**src/source/opm_bus_pkg.sv**
```systemverilog
`default_nettype none

package opm_bus_pkg;

    localparam int SLOT_W = 5;              // 32 operator slots

    // host write after synchronization, at most one strobe set per clock
    typedef struct packed {
        logic       addr_ld;
        logic       data_ld;
        logic [7:0] data;
    } bus_wr_t;

    // bit positions inside grp_en
    localparam int GRP_CONN     = 0;
    localparam int GRP_KC       = 1;
    localparam int GRP_KF       = 2;
    localparam int GRP_PMS_AMS  = 3;
    localparam int GRP_DT1_MUL  = 4;
    localparam int GRP_TL       = 5;
    localparam int GRP_KS_AR    = 6;
    localparam int GRP_AMEN_D1R = 7;
    localparam int GRP_DT2_D2R  = 8;
    localparam int GRP_D1L_RR   = 9;

    typedef struct packed {
        logic [9:0] grp_en;                 // one-hot
        logic [7:0] data;
    } hireg_wr_t;

    ////////////////////////////////////////////////////////////////////////////
    // low register map
    localparam logic [7:0] ADDR_NOISE     = 8'h0F;
    localparam logic [7:0] ADDR_CLKA1     = 8'h10;
    localparam logic [7:0] ADDR_CLKA2     = 8'h11;
    localparam logic [7:0] ADDR_CLKB      = 8'h12;
    localparam logic [7:0] ADDR_TIMER_CTL = 8'h14;
    localparam logic [7:0] ADDR_LFRQ      = 8'h18;
    localparam logic [7:0] ADDR_PMD_AMD   = 8'h19;
    localparam logic [7:0] ADDR_WAVE      = 8'h1B;

    // high group bases
    // channel groups decode on [7:3], operator groups on [7:5]
    localparam logic [7:0] BASE_CONN      = 8'h20;
    localparam logic [7:0] BASE_KC        = 8'h28;
    localparam logic [7:0] BASE_KF        = 8'h30;
    localparam logic [7:0] BASE_PMS_AMS   = 8'h38;
    localparam logic [7:0] BASE_DT1_MUL   = 8'h40;
    localparam logic [7:0] BASE_TL        = 8'h60;
    localparam logic [7:0] BASE_KS_AR     = 8'h80;
    localparam logic [7:0] BASE_AMEN_D1R  = 8'hA0;
    localparam logic [7:0] BASE_DT2_D2R   = 8'hC0;
    localparam logic [7:0] BASE_D1L_RR    = 8'hE0;

endpackage

`default_nettype wire

```
**src/source/opm_param_pkg.sv**
```systemverilog
`default_nettype none

package opm_param_pkg;

    ////////////////////////////////////////////////////////////////////////////
    // low registers
    typedef struct packed {
        logic [9:0] clka;       // 0x10 holds [9:2], 0x11 holds [1:0]
        logic [7:0] clkb;
        logic       run_a;
        logic       run_b;
        logic       irq_en_a;
        logic       irq_en_b;
    } timer_cfg_t;

    typedef struct packed {
        logic [7:0] lfrq;
        logic [6:0] pmd;
        logic [6:0] amd;
        logic [1:0] w;          // lfo waveform
        logic       ne;         // noise enable
        logic [4:0] nfrq;
    } lfo_cfg_t;

    ////////////////////////////////////////////////////////////////////////////
    // per-channel payloads, 0x20-0x3F
    typedef struct packed {
        logic [1:0] rl;
        logic [2:0] fl;         // feedback level
        logic [2:0] alg;
    } conn_t;

    typedef struct packed {
        logic [6:0] kc;
    } kc_t;

    typedef struct packed {
        logic [5:0] kf;
    } kf_t;

    typedef struct packed {
        logic [2:0] pms;
        logic [1:0] ams;        // raw, amen gating is downstream
    } pms_ams_t;

    typedef struct packed {
        conn_t    conn;
        kc_t      kc;
        kf_t      kf;
        pms_ams_t pms_ams;
    } ch_params_t;

    ////////////////////////////////////////////////////////////////////////////
    // per-operator payloads, 0x40-0xFF
    typedef struct packed {
        logic [2:0] dt1;
        logic [3:0] mul;
    } dt1_mul_t;

    typedef struct packed {
        logic [6:0] tl;
    } tl_t;

    typedef struct packed {
        logic [1:0] ks;
        logic [4:0] ar;
    } ks_ar_t;

    typedef struct packed {
        logic       amen;
        logic [4:0] d1r;
    } amen_d1r_t;

    typedef struct packed {
        logic [1:0] dt2;
        logic [4:0] d2r;
    } dt2_d2r_t;

    typedef struct packed {
        logic [3:0] d1l;
        logic [3:0] rr;
    } d1l_rr_t;

    typedef struct packed {
        dt1_mul_t  dt1_mul;
        tl_t       tl;
        ks_ar_t    ks_ar;
        amen_d1r_t amen_d1r;
        dt2_d2r_t  dt2_d2r;
        d1l_rr_t   d1l_rr;
    } op_params_t;

endpackage

`default_nettype wire

```
**src/source/opm_bus_sync.sv**
```systemverilog
`timescale 1ns/1ns
`default_nettype none

module opm_bus_sync #(
    parameter int SYNC_STAGES = 3
) (
    input  wire                  i_EMUCLK,
    input  wire                  mrst_n,
    input  wire                  i_cs_n,
    input  wire                  i_wr_n,
    input  wire                  i_a0,
    input  wire  [7:0]           i_d,
    output opm_bus_pkg::bus_wr_t o_wr
);

logic                        strobe;
logic                        strobe_q;
logic                        a0_q;
logic [7:0]                  data_q;
logic [1:0]                  req_set;
logic [1:0]                  req_q;     // bit 0 address, bit 1 data
logic [SYNC_STAGES-1:0][1:0] sync_q;
logic [1:0]                  last_q;
logic [1:0]                  evt;

assign strobe  = ~(i_cs_n | i_wr_n);

// request is raised once, when the strobe is released
assign req_set = {2{strobe_q & ~strobe}} & {a0_q, ~a0_q};

// bus byte follows the pins as long as the strobe is low
always_ff @(posedge i_EMUCLK) begin
    if (strobe) begin
        data_q <= i_d;
        a0_q   <= i_a0;
    end
end

always_ff @(posedge i_EMUCLK or negedge mrst_n) begin
    if (!mrst_n) begin
        strobe_q <= 1'b0;
        req_q    <= '0;
        sync_q   <= '0;
        last_q   <= '0;
    end else begin
        strobe_q <= strobe;
        req_q    <= req_set | (req_q & ~sync_q[1]);   // second stage acks the flag
        sync_q   <= {sync_q[SYNC_STAGES-2:0], req_q};
        last_q   <= sync_q[SYNC_STAGES-1];
    end
end

// rising edge of the last stage, one clock per write
assign evt  = sync_q[SYNC_STAGES-1] & ~last_q;
assign o_wr = '{addr_ld: evt[0], data_ld: evt[1], data: data_q};

endmodule

`default_nettype wire

```
**src/source/opm_ch_bank.sv**
```systemverilog
`timescale 1ns/1ns
`default_nettype none

module opm_ch_bank (
    input  wire                         i_EMUCLK,
    input  wire                         mrst_n,
    input  wire opm_bus_pkg::hireg_wr_t i_hwr,
    output opm_param_pkg::ch_params_t   o_ch
);

localparam int RING_LEN = 8;           // one entry per channel

opm_param_pkg::conn_t    conn_q;
opm_param_pkg::kc_t      kc_q;
opm_param_pkg::kf_t      kf_q;
opm_param_pkg::pms_ams_t pms_ams_q;

// grp_en arrives one slot after the match, rings read one stage early
// so the output lines up with o_slot again

opm_param_ring #(.T(opm_param_pkg::conn_t), .LENGTH(RING_LEN)) u_conn_ring (
    .i_EMUCLK (i_EMUCLK),
    .mrst_n   (mrst_n),
    .i_load   (i_hwr.grp_en[opm_bus_pkg::GRP_CONN]),
    .i_d      (opm_param_pkg::conn_t'(i_hwr.data)),              // rl fl alg
    .o_q      (conn_q)
);

opm_param_ring #(.T(opm_param_pkg::kc_t), .LENGTH(RING_LEN)) u_kc_ring (
    .i_EMUCLK (i_EMUCLK),
    .mrst_n   (mrst_n),
    .i_load   (i_hwr.grp_en[opm_bus_pkg::GRP_KC]),
    .i_d      (opm_param_pkg::kc_t'(i_hwr.data[6:0])),
    .o_q      (kc_q)
);

opm_param_ring #(.T(opm_param_pkg::kf_t), .LENGTH(RING_LEN)) u_kf_ring (
    .i_EMUCLK (i_EMUCLK),
    .mrst_n   (mrst_n),
    .i_load   (i_hwr.grp_en[opm_bus_pkg::GRP_KF]),
    .i_d      (opm_param_pkg::kf_t'(i_hwr.data[7:2])),
    .o_q      (kf_q)
);

opm_param_ring #(.T(opm_param_pkg::pms_ams_t), .LENGTH(RING_LEN)) u_pms_ams_ring (
    .i_EMUCLK (i_EMUCLK),
    .mrst_n   (mrst_n),
    .i_load   (i_hwr.grp_en[opm_bus_pkg::GRP_PMS_AMS]),
    .i_d      (opm_param_pkg::pms_ams_t'({i_hwr.data[6:4], i_hwr.data[1:0]})),
    .o_q      (pms_ams_q)
);

assign o_ch = '{conn: conn_q, kc: kc_q, kf: kf_q, pms_ams: pms_ams_q};

endmodule

`default_nettype wire

```
**src/source/opm_hireg_decoder.sv**
```systemverilog
`timescale 1ns/1ns
`default_nettype none

module opm_hireg_decoder (
    input  wire                            i_EMUCLK,
    input  wire                            mrst_n,
    input  wire opm_bus_pkg::bus_wr_t      i_wr,
    output opm_bus_pkg::hireg_wr_t         o_hwr,
    output logic [opm_bus_pkg::SLOT_W-1:0] o_slot
);

logic [7:0]                     addr_q;
logic [7:0]                     data_q;
logic                           addr_vld_q;
logic                           data_vld_q;
logic [opm_bus_pkg::SLOT_W-1:0] slot_q;
logic                           addr_is_hi;
logic                           ch_match;
logic                           op_match;
logic [9:0]                     grp_hit;
logic [9:0]                     grp_en_q;

assign addr_is_hi = i_wr.data[7:5] != 3'b000;

// held address and data bytes
always_ff @(posedge i_EMUCLK) begin
    if (i_wr.addr_ld && addr_is_hi) begin
        addr_q <= i_wr.data;
    end
    if (i_wr.data_ld && addr_vld_q) begin
        data_q <= i_wr.data;
    end
end

////////////////////////////////////////////////////////////////////////////
// valid flags and slot counter
always_ff @(posedge i_EMUCLK or negedge mrst_n) begin
    if (!mrst_n) begin
        addr_vld_q <= 1'b0;
        data_vld_q <= 1'b0;
        slot_q     <= '0;
        grp_en_q   <= '0;
    end else begin
        slot_q <= slot_q + 1'b1;            // wraps 31 -> 0
        if (i_wr.addr_ld) begin
            addr_vld_q <= addr_is_hi;
            data_vld_q <= 1'b0;
        end else if (i_wr.data_ld && addr_vld_q) begin
            data_vld_q <= 1'b1;
        end
        grp_en_q <= grp_hit & {10{data_vld_q}};
    end
end

////////////////////////////////////////////////////////////////////////////
// group decode against the rotating slot
assign ch_match = addr_q[2:0] == slot_q[2:0];   // 8 channels
assign op_match = addr_q[4:0] == slot_q;        // 32 operators

assign grp_hit[opm_bus_pkg::GRP_CONN] =
    ch_match & (addr_q[7:3] == opm_bus_pkg::BASE_CONN[7:3]);
assign grp_hit[opm_bus_pkg::GRP_KC] =
    ch_match & (addr_q[7:3] == opm_bus_pkg::BASE_KC[7:3]);
assign grp_hit[opm_bus_pkg::GRP_KF] =
    ch_match & (addr_q[7:3] == opm_bus_pkg::BASE_KF[7:3]);
assign grp_hit[opm_bus_pkg::GRP_PMS_AMS] =
    ch_match & (addr_q[7:3] == opm_bus_pkg::BASE_PMS_AMS[7:3]);
assign grp_hit[opm_bus_pkg::GRP_DT1_MUL] =
    op_match & (addr_q[7:5] == opm_bus_pkg::BASE_DT1_MUL[7:5]);
assign grp_hit[opm_bus_pkg::GRP_TL] =
    op_match & (addr_q[7:5] == opm_bus_pkg::BASE_TL[7:5]);
assign grp_hit[opm_bus_pkg::GRP_KS_AR] =
    op_match & (addr_q[7:5] == opm_bus_pkg::BASE_KS_AR[7:5]);
assign grp_hit[opm_bus_pkg::GRP_AMEN_D1R] =
    op_match & (addr_q[7:5] == opm_bus_pkg::BASE_AMEN_D1R[7:5]);
assign grp_hit[opm_bus_pkg::GRP_DT2_D2R] =
    op_match & (addr_q[7:5] == opm_bus_pkg::BASE_DT2_D2R[7:5]);
assign grp_hit[opm_bus_pkg::GRP_D1L_RR] =
    op_match & (addr_q[7:5] == opm_bus_pkg::BASE_D1L_RR[7:5]);

assign o_hwr  = '{grp_en: grp_en_q, data: data_q};
assign o_slot = slot_q;

endmodule

`default_nettype wire

```
**src/source/opm_loreg_file.sv**
```systemverilog
`timescale 1ns/1ns
`default_nettype none

module opm_loreg_file (
    input  wire                       i_EMUCLK,
    input  wire                       mrst_n,
    input  wire opm_bus_pkg::bus_wr_t i_wr,
    output opm_param_pkg::timer_cfg_t o_timer,
    output logic                      o_timer_a_frst,
    output logic                      o_timer_b_frst,
    output opm_param_pkg::lfo_cfg_t   o_lfo,
    output logic                      o_lfrq_update
);

logic [7:0] wr_data;
logic [7:0] sel_q;          // selected low address
logic       sel_vld_q;
logic       known;
logic       wr_en;

assign wr_data = i_wr.data;

assign known = wr_data inside {opm_bus_pkg::ADDR_NOISE, opm_bus_pkg::ADDR_CLKA1,
                               opm_bus_pkg::ADDR_CLKA2, opm_bus_pkg::ADDR_CLKB,
                               opm_bus_pkg::ADDR_TIMER_CTL, opm_bus_pkg::ADDR_LFRQ,
                               opm_bus_pkg::ADDR_PMD_AMD, opm_bus_pkg::ADDR_WAVE};

assign wr_en = i_wr.data_ld & sel_vld_q;

always_ff @(posedge i_EMUCLK or negedge mrst_n) begin
    if (!mrst_n) begin
        sel_q          <= '0;
        sel_vld_q      <= 1'b0;
        o_timer        <= '0;
        o_lfo          <= '0;
        o_timer_a_frst <= 1'b0;
        o_timer_b_frst <= 1'b0;
        o_lfrq_update  <= 1'b0;
    end else begin
        o_timer_a_frst <= 1'b0;
        o_timer_b_frst <= 1'b0;
        o_lfrq_update  <= 1'b0;

        // high addresses and unused low ones drop the selection
        if (i_wr.addr_ld) begin
            sel_q     <= wr_data;
            sel_vld_q <= known;
        end

        if (wr_en) begin
            case (sel_q)
                opm_bus_pkg::ADDR_CLKA1: o_timer.clka[9:2] <= wr_data;
                opm_bus_pkg::ADDR_CLKA2: o_timer.clka[1:0] <= wr_data[1:0];
                opm_bus_pkg::ADDR_CLKB:  o_timer.clkb      <= wr_data;
                opm_bus_pkg::ADDR_TIMER_CTL: begin
                    {o_timer.irq_en_b, o_timer.irq_en_a,
                     o_timer.run_b, o_timer.run_a} <= wr_data[3:0];
                    o_timer_a_frst <= wr_data[4];   // flag resets
                    o_timer_b_frst <= wr_data[5];
                end
                opm_bus_pkg::ADDR_NOISE: begin
                    o_lfo.ne   <= wr_data[7];
                    o_lfo.nfrq <= wr_data[4:0];
                end
                opm_bus_pkg::ADDR_LFRQ: begin
                    o_lfo.lfrq    <= wr_data;
                    o_lfrq_update <= 1'b1;
                end
                opm_bus_pkg::ADDR_PMD_AMD: begin
                    if (wr_data[7]) begin
                        o_lfo.pmd <= wr_data[6:0];
                    end else begin
                        o_lfo.amd <= wr_data[6:0];
                    end
                end
                opm_bus_pkg::ADDR_WAVE:  o_lfo.w <= wr_data[1:0];
                default: ;
            endcase
        end
    end
end

endmodule

`default_nettype wire

```
**src/source/opm_op_bank.sv**
```systemverilog
`timescale 1ns/1ns
`default_nettype none

module opm_op_bank (
    input  wire                         i_EMUCLK,
    input  wire                         mrst_n,
    input  wire opm_bus_pkg::hireg_wr_t i_hwr,
    output opm_param_pkg::op_params_t   o_op
);

localparam int RING_LEN = 32;          // one entry per operator slot

opm_param_pkg::dt1_mul_t  dt1_mul_q;
opm_param_pkg::tl_t       tl_q;
opm_param_pkg::ks_ar_t    ks_ar_q;
opm_param_pkg::amen_d1r_t amen_d1r_q;
opm_param_pkg::dt2_d2r_t  dt2_d2r_q;
opm_param_pkg::d1l_rr_t   d1l_rr_q;

opm_param_ring #(.T(opm_param_pkg::dt1_mul_t), .LENGTH(RING_LEN)) u_dt1_mul_ring (
    .i_EMUCLK (i_EMUCLK),
    .mrst_n   (mrst_n),
    .i_load   (i_hwr.grp_en[opm_bus_pkg::GRP_DT1_MUL]),
    .i_d      (opm_param_pkg::dt1_mul_t'(i_hwr.data[6:0])),
    .o_q      (dt1_mul_q)
);

opm_param_ring #(.T(opm_param_pkg::tl_t), .LENGTH(RING_LEN)) u_tl_ring (
    .i_EMUCLK (i_EMUCLK),
    .mrst_n   (mrst_n),
    .i_load   (i_hwr.grp_en[opm_bus_pkg::GRP_TL]),
    .i_d      (opm_param_pkg::tl_t'(i_hwr.data[6:0])),
    .o_q      (tl_q)
);

opm_param_ring #(.T(opm_param_pkg::ks_ar_t), .LENGTH(RING_LEN)) u_ks_ar_ring (
    .i_EMUCLK (i_EMUCLK),
    .mrst_n   (mrst_n),
    .i_load   (i_hwr.grp_en[opm_bus_pkg::GRP_KS_AR]),
    .i_d      (opm_param_pkg::ks_ar_t'({i_hwr.data[7:6], i_hwr.data[4:0]})),
    .o_q      (ks_ar_q)
);

opm_param_ring #(.T(opm_param_pkg::amen_d1r_t), .LENGTH(RING_LEN)) u_amen_d1r_ring (
    .i_EMUCLK (i_EMUCLK),
    .mrst_n   (mrst_n),
    .i_load   (i_hwr.grp_en[opm_bus_pkg::GRP_AMEN_D1R]),
    .i_d      (opm_param_pkg::amen_d1r_t'({i_hwr.data[7], i_hwr.data[4:0]})),
    .o_q      (amen_d1r_q)
);

opm_param_ring #(.T(opm_param_pkg::dt2_d2r_t), .LENGTH(RING_LEN)) u_dt2_d2r_ring (
    .i_EMUCLK (i_EMUCLK),
    .mrst_n   (mrst_n),
    .i_load   (i_hwr.grp_en[opm_bus_pkg::GRP_DT2_D2R]),
    .i_d      (opm_param_pkg::dt2_d2r_t'({i_hwr.data[7:6], i_hwr.data[4:0]})),
    .o_q      (dt2_d2r_q)
);

opm_param_ring #(.T(opm_param_pkg::d1l_rr_t), .LENGTH(RING_LEN)) u_d1l_rr_ring (
    .i_EMUCLK (i_EMUCLK),
    .mrst_n   (mrst_n),
    .i_load   (i_hwr.grp_en[opm_bus_pkg::GRP_D1L_RR]),
    .i_d      (opm_param_pkg::d1l_rr_t'(i_hwr.data)),
    .o_q      (d1l_rr_q)
);

assign o_op = '{dt1_mul:  dt1_mul_q,
                tl:       tl_q,
                ks_ar:    ks_ar_q,
                amen_d1r: amen_d1r_q,
                dt2_d2r:  dt2_d2r_q,
                d1l_rr:   d1l_rr_q};

endmodule

`default_nettype wire

```
**src/source/opm_param_ring.sv**
```systemverilog
`timescale 1ns/1ns
`default_nettype none

module opm_param_ring #(
    parameter type T      = logic [7:0],
    parameter int  LENGTH = 8
) (
    input  wire   i_EMUCLK,
    input  wire   mrst_n,
    input  wire   i_load,
    input  wire T i_d,
    output T      o_q
);

T [LENGTH-1:0] stage_q;
T              head;

// load point sits between tail and head
assign head = i_load ? i_d : stage_q[LENGTH-1];

always_ff @(posedge i_EMUCLK or negedge mrst_n) begin
    if (!mrst_n) begin
        stage_q <= '0;
    end else begin
        stage_q <= {stage_q[LENGTH-2:0], head};
    end
end

// entry due at the load point on the next clock
assign o_q = stage_q[LENGTH-2];

endmodule

`default_nettype wire

```
**src/source/opm_reg_top.sv**
```systemverilog
`timescale 1ns/1ns
`default_nettype none

module opm_reg_top #(
    parameter int SYNC_STAGES = 3
) (
    input  wire                            i_EMUCLK,
    input  wire                            mrst_n,
    input  wire                            i_cs_n,
    input  wire                            i_wr_n,
    input  wire                            i_a0,
    input  wire  [7:0]                     i_d,
    output opm_param_pkg::timer_cfg_t      o_timer,
    output logic                           o_timer_a_frst,
    output logic                           o_timer_b_frst,
    output opm_param_pkg::lfo_cfg_t        o_lfo,
    output logic                           o_lfrq_update,
    output logic [opm_bus_pkg::SLOT_W-1:0] o_slot,
    output opm_param_pkg::ch_params_t      o_ch,
    output opm_param_pkg::op_params_t      o_op
);

opm_bus_pkg::bus_wr_t   bus_wr;
opm_bus_pkg::hireg_wr_t hireg_wr;

////////////////////////////////////////////////////////////////////////////
// host port
opm_bus_sync #(.SYNC_STAGES(SYNC_STAGES)) u_bus_sync (
    .i_EMUCLK (i_EMUCLK),
    .mrst_n   (mrst_n),
    .i_cs_n   (i_cs_n),
    .i_wr_n   (i_wr_n),
    .i_a0     (i_a0),
    .i_d      (i_d),
    .o_wr     (bus_wr)
);

////////////////////////////////////////////////////////////////////////////
// decoders
opm_loreg_file u_loreg (
    .i_EMUCLK       (i_EMUCLK),
    .mrst_n         (mrst_n),
    .i_wr           (bus_wr),
    .o_timer        (o_timer),
    .o_timer_a_frst (o_timer_a_frst),
    .o_timer_b_frst (o_timer_b_frst),
    .o_lfo          (o_lfo),
    .o_lfrq_update  (o_lfrq_update)
);

opm_hireg_decoder u_hireg (
    .i_EMUCLK (i_EMUCLK),
    .mrst_n   (mrst_n),
    .i_wr     (bus_wr),
    .o_hwr    (hireg_wr),
    .o_slot   (o_slot)
);

////////////////////////////////////////////////////////////////////////////
// parameter storage
opm_ch_bank u_ch_bank (
    .i_EMUCLK (i_EMUCLK),
    .mrst_n   (mrst_n),
    .i_hwr    (hireg_wr),
    .o_ch     (o_ch)
);

opm_op_bank u_op_bank (
    .i_EMUCLK (i_EMUCLK),
    .mrst_n   (mrst_n),
    .i_hwr    (hireg_wr),
    .o_op     (o_op)
);

endmodule

`default_nettype wire

```
**config.mk**
```make
export PLATFORM = sky130hd
export DESIGN_NAME = opm_reg_top
export DESIGN_NICKNAME = d
export VERILOG_FILES = /design/src/source/opm_bus_pkg.sv /design/src/source/opm_param_pkg.sv /design/src/source/opm_bus_sync.sv /design/src/source/opm_ch_bank.sv /design/src/source/opm_hireg_decoder.sv /design/src/source/opm_loreg_file.sv /design/src/source/opm_op_bank.sv /design/src/source/opm_param_ring.sv /design/src/source/opm_reg_top.sv
export SDC_FILE = /design/constraint.sdc
export NUM_CORES = 1
export LEC_CHECK = 0
export ABC_AREA = 1
export BUFFER_PORTS_ARGS = -buffer_cell sky130_fd_sc_hd__buf_4
export CAP_MARGIN = 30
export CORE_ASPECT_RATIO = 1.1
export CORE_MARGIN = 4
export CORE_UTILIZATION = 55
export CTS_BUF_LIST = sky130_fd_sc_hd__clkbuf_4
export DETAILED_ROUTE_END_ITERATION = 8
export PLACE_DENSITY = 0.76
export SLEW_MARGIN = 20
export SYNTH_ARGS = -nofsm -noshare
export SYNTH_HDL_FRONTEND = slang
export SYNTH_HIERARCHICAL = 1
export SYNTH_SLANG_ARGS = --single-unit
```
**constraint.sdc**
```tcl
create_clock -name i_EMUCLK -period 2.1 [get_ports i_EMUCLK]
set_clock_uncertainty 0.05 [all_clocks]
set_input_delay 0.21 -clock i_EMUCLK [delete_from_list [all_inputs] [get_ports i_EMUCLK]]
set_output_delay 0.21 -clock i_EMUCLK [all_outputs]
set_load 0.02 [all_outputs]
```
==> key figures <==
Run status
  – Status: completed

Finish
  – Fillers: 5,046
  – Nets: 2,879
  – Non-Filler Instances: 4,180
  – Area Growth Syn to Fin: 17.53%
  – Area of the multi-input gates: 2151 sq um
  – FF+latch area: 41,910 sq um
  – Layout cell share with drive strength beyond 1: 28.04%
  – Utilization after layout: 65.48%

Global route
  – Global-route wire length before repair: 134,800 um
  – Grt total ovfl: 0
  – Largest net degree at the start of global routing: 130
  – Initial antenna violation count: 4
  – Tot GR Track Use: 20.95%
  – Vias in the first global route: 23,380

Detailed routing
  – DRT met1 WL: 36,310 um
  – Routed wl met2: 41,740 um
  – Routed wire length: 85,490 um
  – Wire length on met3: 5159 um
  – WL per Instance: 20.45 um
  – Post-route DRC violation count: 0
  – Via-per-instance ratio: 4.759
  – First DRT Iteration DRCs: 1,376
  – DR top layer: met5
  – DRT antenna net count: 0
  – Drt pass-1 iters: 5
  – Vias: 19,890

Floorplan
  – FP Rows: 109
  – Core area: 80,600 sq um
  – Total Die Area: 86,280 sq um
  – Starting Density: 55.71%
  – Die Span X: 280.4 um
  – I/O pin cnt: 141
  – Die Y: 307.7 um

STA
  – Final WS setup: 0.06894 ns
  – Unrepaired setup endpoints after global routing: true
  – Sum Neg Setup Slack: 0 ns
  – Worst-Margin Slew: 0.8719 ns
  – Worst rel slew slack: 41.88%
  – Pins Over Slew Limit: 0
  – Peak Freq: 0.4924 GHz
  – Final min period: 2.031 ns
  – Final hold vios: 0
  – Final period util: 96.72%
  – Endpoints failing setup: 0

Yosys
  – Synth warn: 6
  – Top cells by area, synth: dfrtp_1, nand2_1, edfxtp_1
  – Yosys top cell area share: 91.62%
  – Async SR Flop Fraction: 98.50%
  – Count leader, synth: dfrtp_1
  – Avg Inst Size Synth: 19.51 sq um
  – Dominant cell type by area after synthesis: dfrtp_1
  – Sequential fraction of the synthesis area: 93.29%
  – Yosys reg bits: 1,669
  – Mapped cell area: 44,900 sq um
  – Syn_nets: 2,316
  – Synth unique cells: 24
  – Synth Flop Type: dfrtp_1
  – Top post-synthesis cells by count: dfrtp_1, nand2_1, buf_4, nand3_1, inv_1
  – Number of enable flip-flop cells after synthesis: 25
  – Post-Synthesis Cells: 2,302

Placement
  – Post-placement cell count: 3,456
  – Number of port buffers: 140
  – GPL Wtd Cong: 0.8280
  – Post-DP HPWL: 44,890 um
  – Pre-CTS WS: 0.3716 ns

Setup path
  – Worst Path Buf+Inv: 1
  – Top Family by Delay on Critical Path: flip-flops
  – Slowest-stage cell, CP: dfrtp_1
  – CP cell instances: buf_6
  – Worst Path Max Fanout: 2
  – Crit. End Element: output port
  – CP peak stage delay: 0.44 ns
  – CP arrival: 1.77 ns
  – Critical path required time: 1.84 ns
  – Kind of critical path: flip-flop to output port
  – Crit path launch type: flip-flop

Hold path
  – Hold WC Path Type: input port to asynchronous set/reset pin

Power
  – Static leakage: 28.89 nW
  – VDD IR max: 521.4 uV
  – Power Density: 1120 nW/um^2
  – Tot Pwr: 59.14 mW

Clock network
  – CTS root buffer: clkbuf_4
  – CTS tree: yes
  – Skew-Pair Late Insertion Delay: 1.17 ns
  – Clock transition at the registers of the reported paths: 0.09 ns
  – H-tree depth: 5
  – CTS sink cnt: 1,669
  – Clock Path Buffers: 4
  – CTS Buf Count: 389

Flow run
  – Max Cap Viol: 0
## cell type report
type | count | share of cell area [%]
Antenna cell | 6 | 0.02845
Clock buffer | 562 | 7.994
Clock inverter | 84 | 0.7705
Inverter | 54 | 0.3840
Multi-Input combinational cell | 492 | 4.075
Sequential cell | 1669 | 79.41
Tap cell | 1054 | 2.499
Timing Repair Buffer | 259 | 4.839
## logic make-up (layout without fill, tap and decap cells)
logic type	count (synthesis)	after routing	synth area share (%)
buffers and inverters	141	959	1.923
other	0	6	0
DFF	1669	1669	93.29
and+or+nand+nor	474	474	4.533
AOI/OAI and AO/OA	13	13	0.1505
adders and majority gates	1	1	0.02786
xor gates and xnor gates	4	4	0.07803
## flip-flops by register name, indices dropped and copies added, names as in the netlist, 10 cells and up
signal	count
u_op_bank/u_dt1_mul_ring/stage_q	217
u_ch_bank/u_conn_ring/stage_q	56
u_op_bank/u_tl_ring/stage_q	217
u_op_bank/u_dt2_d2r_ring/stage_q	217
u_ch_bank/u_pms_ams_ring/stage_q	35
u_ch_bank/u_kf_ring/stage_q	42
u_hireg/grp_en_q	10
u_ch_bank/u_kc_ring/stage_q	49
u_op_bank/u_d1l_rr_ring/stage_q	248
u_loreg/o_lfo	30
u_op_bank/u_ks_ar_ring/stage_q	217
u_op_bank/u_amen_d1r_ring/stage_q	186
u_loreg/o_timer	22
## final timing paths
check                                                               start                                             to  slack (ns)  cells after the start
worst max-delay path            u_ch_bank/u_pms_ams_ring/o_q[4]$_DFF_PN0_                                        o_ch[4]        0.07                      1
worst min-delay path                                               mrst_n  u_op_bank/u_d1l_rr_ring/stage_q[84]$_DFF_PN0_        0.21                      4
worst max register to register             u_bus_sync/last_q[1]$_DFF_PN0_                  u_loreg/o_lfo[26]$_DFFE_PN0P_        0.33                      6
worst min register to register  u_ch_bank/u_kc_ring/stage_q[29]$_DFF_PN0_      u_ch_bank/u_kc_ring/stage_q[36]$_DFF_PN0_        0.24                      0
max in group asynchronous                                          mrst_n  u_op_bank/u_ks_ar_ring/stage_q[138]$_DFF_PN0_        0.78                      6
min in group i_EMUCLK                                              i_d[4]                 u_bus_sync/data_q[4]$_DFFE_PN_        0.23                      3
## worst reg2reg max path, delay by kind of cell, from the launching register on
kind	cells	cell delay (ns)
and+or+nand+nor	6	1.20
DFF	1	0.36
## layout by cell type (no fill, tap or decap), types with 17 or more instances in the layout
master,count
buf_4,146
dfrtp_2,17
inv_1,37
nand4_1,24
inv_2,24
dlygate4sd3_1,25
dfrtp_1,1627
clkinv_1,67
buf_6,65
nand3_1,41
clkbuf_4,562
nand2_1,355
nor2_1,25
edfxtp_1,25
buf_12,21
## power breakdown
group          total [mW]  internal, mW  switching (mW)
Combinational        1.65         0.383            1.26
Clock                24.6          12.6            12.0
Sequential           32.9          32.5           0.345
## metrics by stage
step | hold WS, ns | cell area, sq um
after floorplan | -0.1356 | 44900
after global placement | 0.07333 | 47250
after detailed placement | 0.07077 | 47250
after CTS | 0.08418 | 52650
after global routing | 0.1092 | 52780
final | 0.2050 | 52780
## per-layer routing
| layer | global-route usage, % | up-vias |
|---|---|---|
| li1 | - | 8426 |
| met1 | 28.26 | 10660 |
| met2 | 32.30 | 663 |
| met3 | 6.952 | 147 |
| met4 | 8.463 | 2 |
| met5 | 0 | - |
## timing repair
item,CTS,global route
hold buffers,26,0
endpoints found under the hold margin,1665,0
endpoints found under the setup margin,72,55
setup buffers,36,10
gates resized for setup,72,10
No activity file was read; power rests on OpenSTA's default activity.
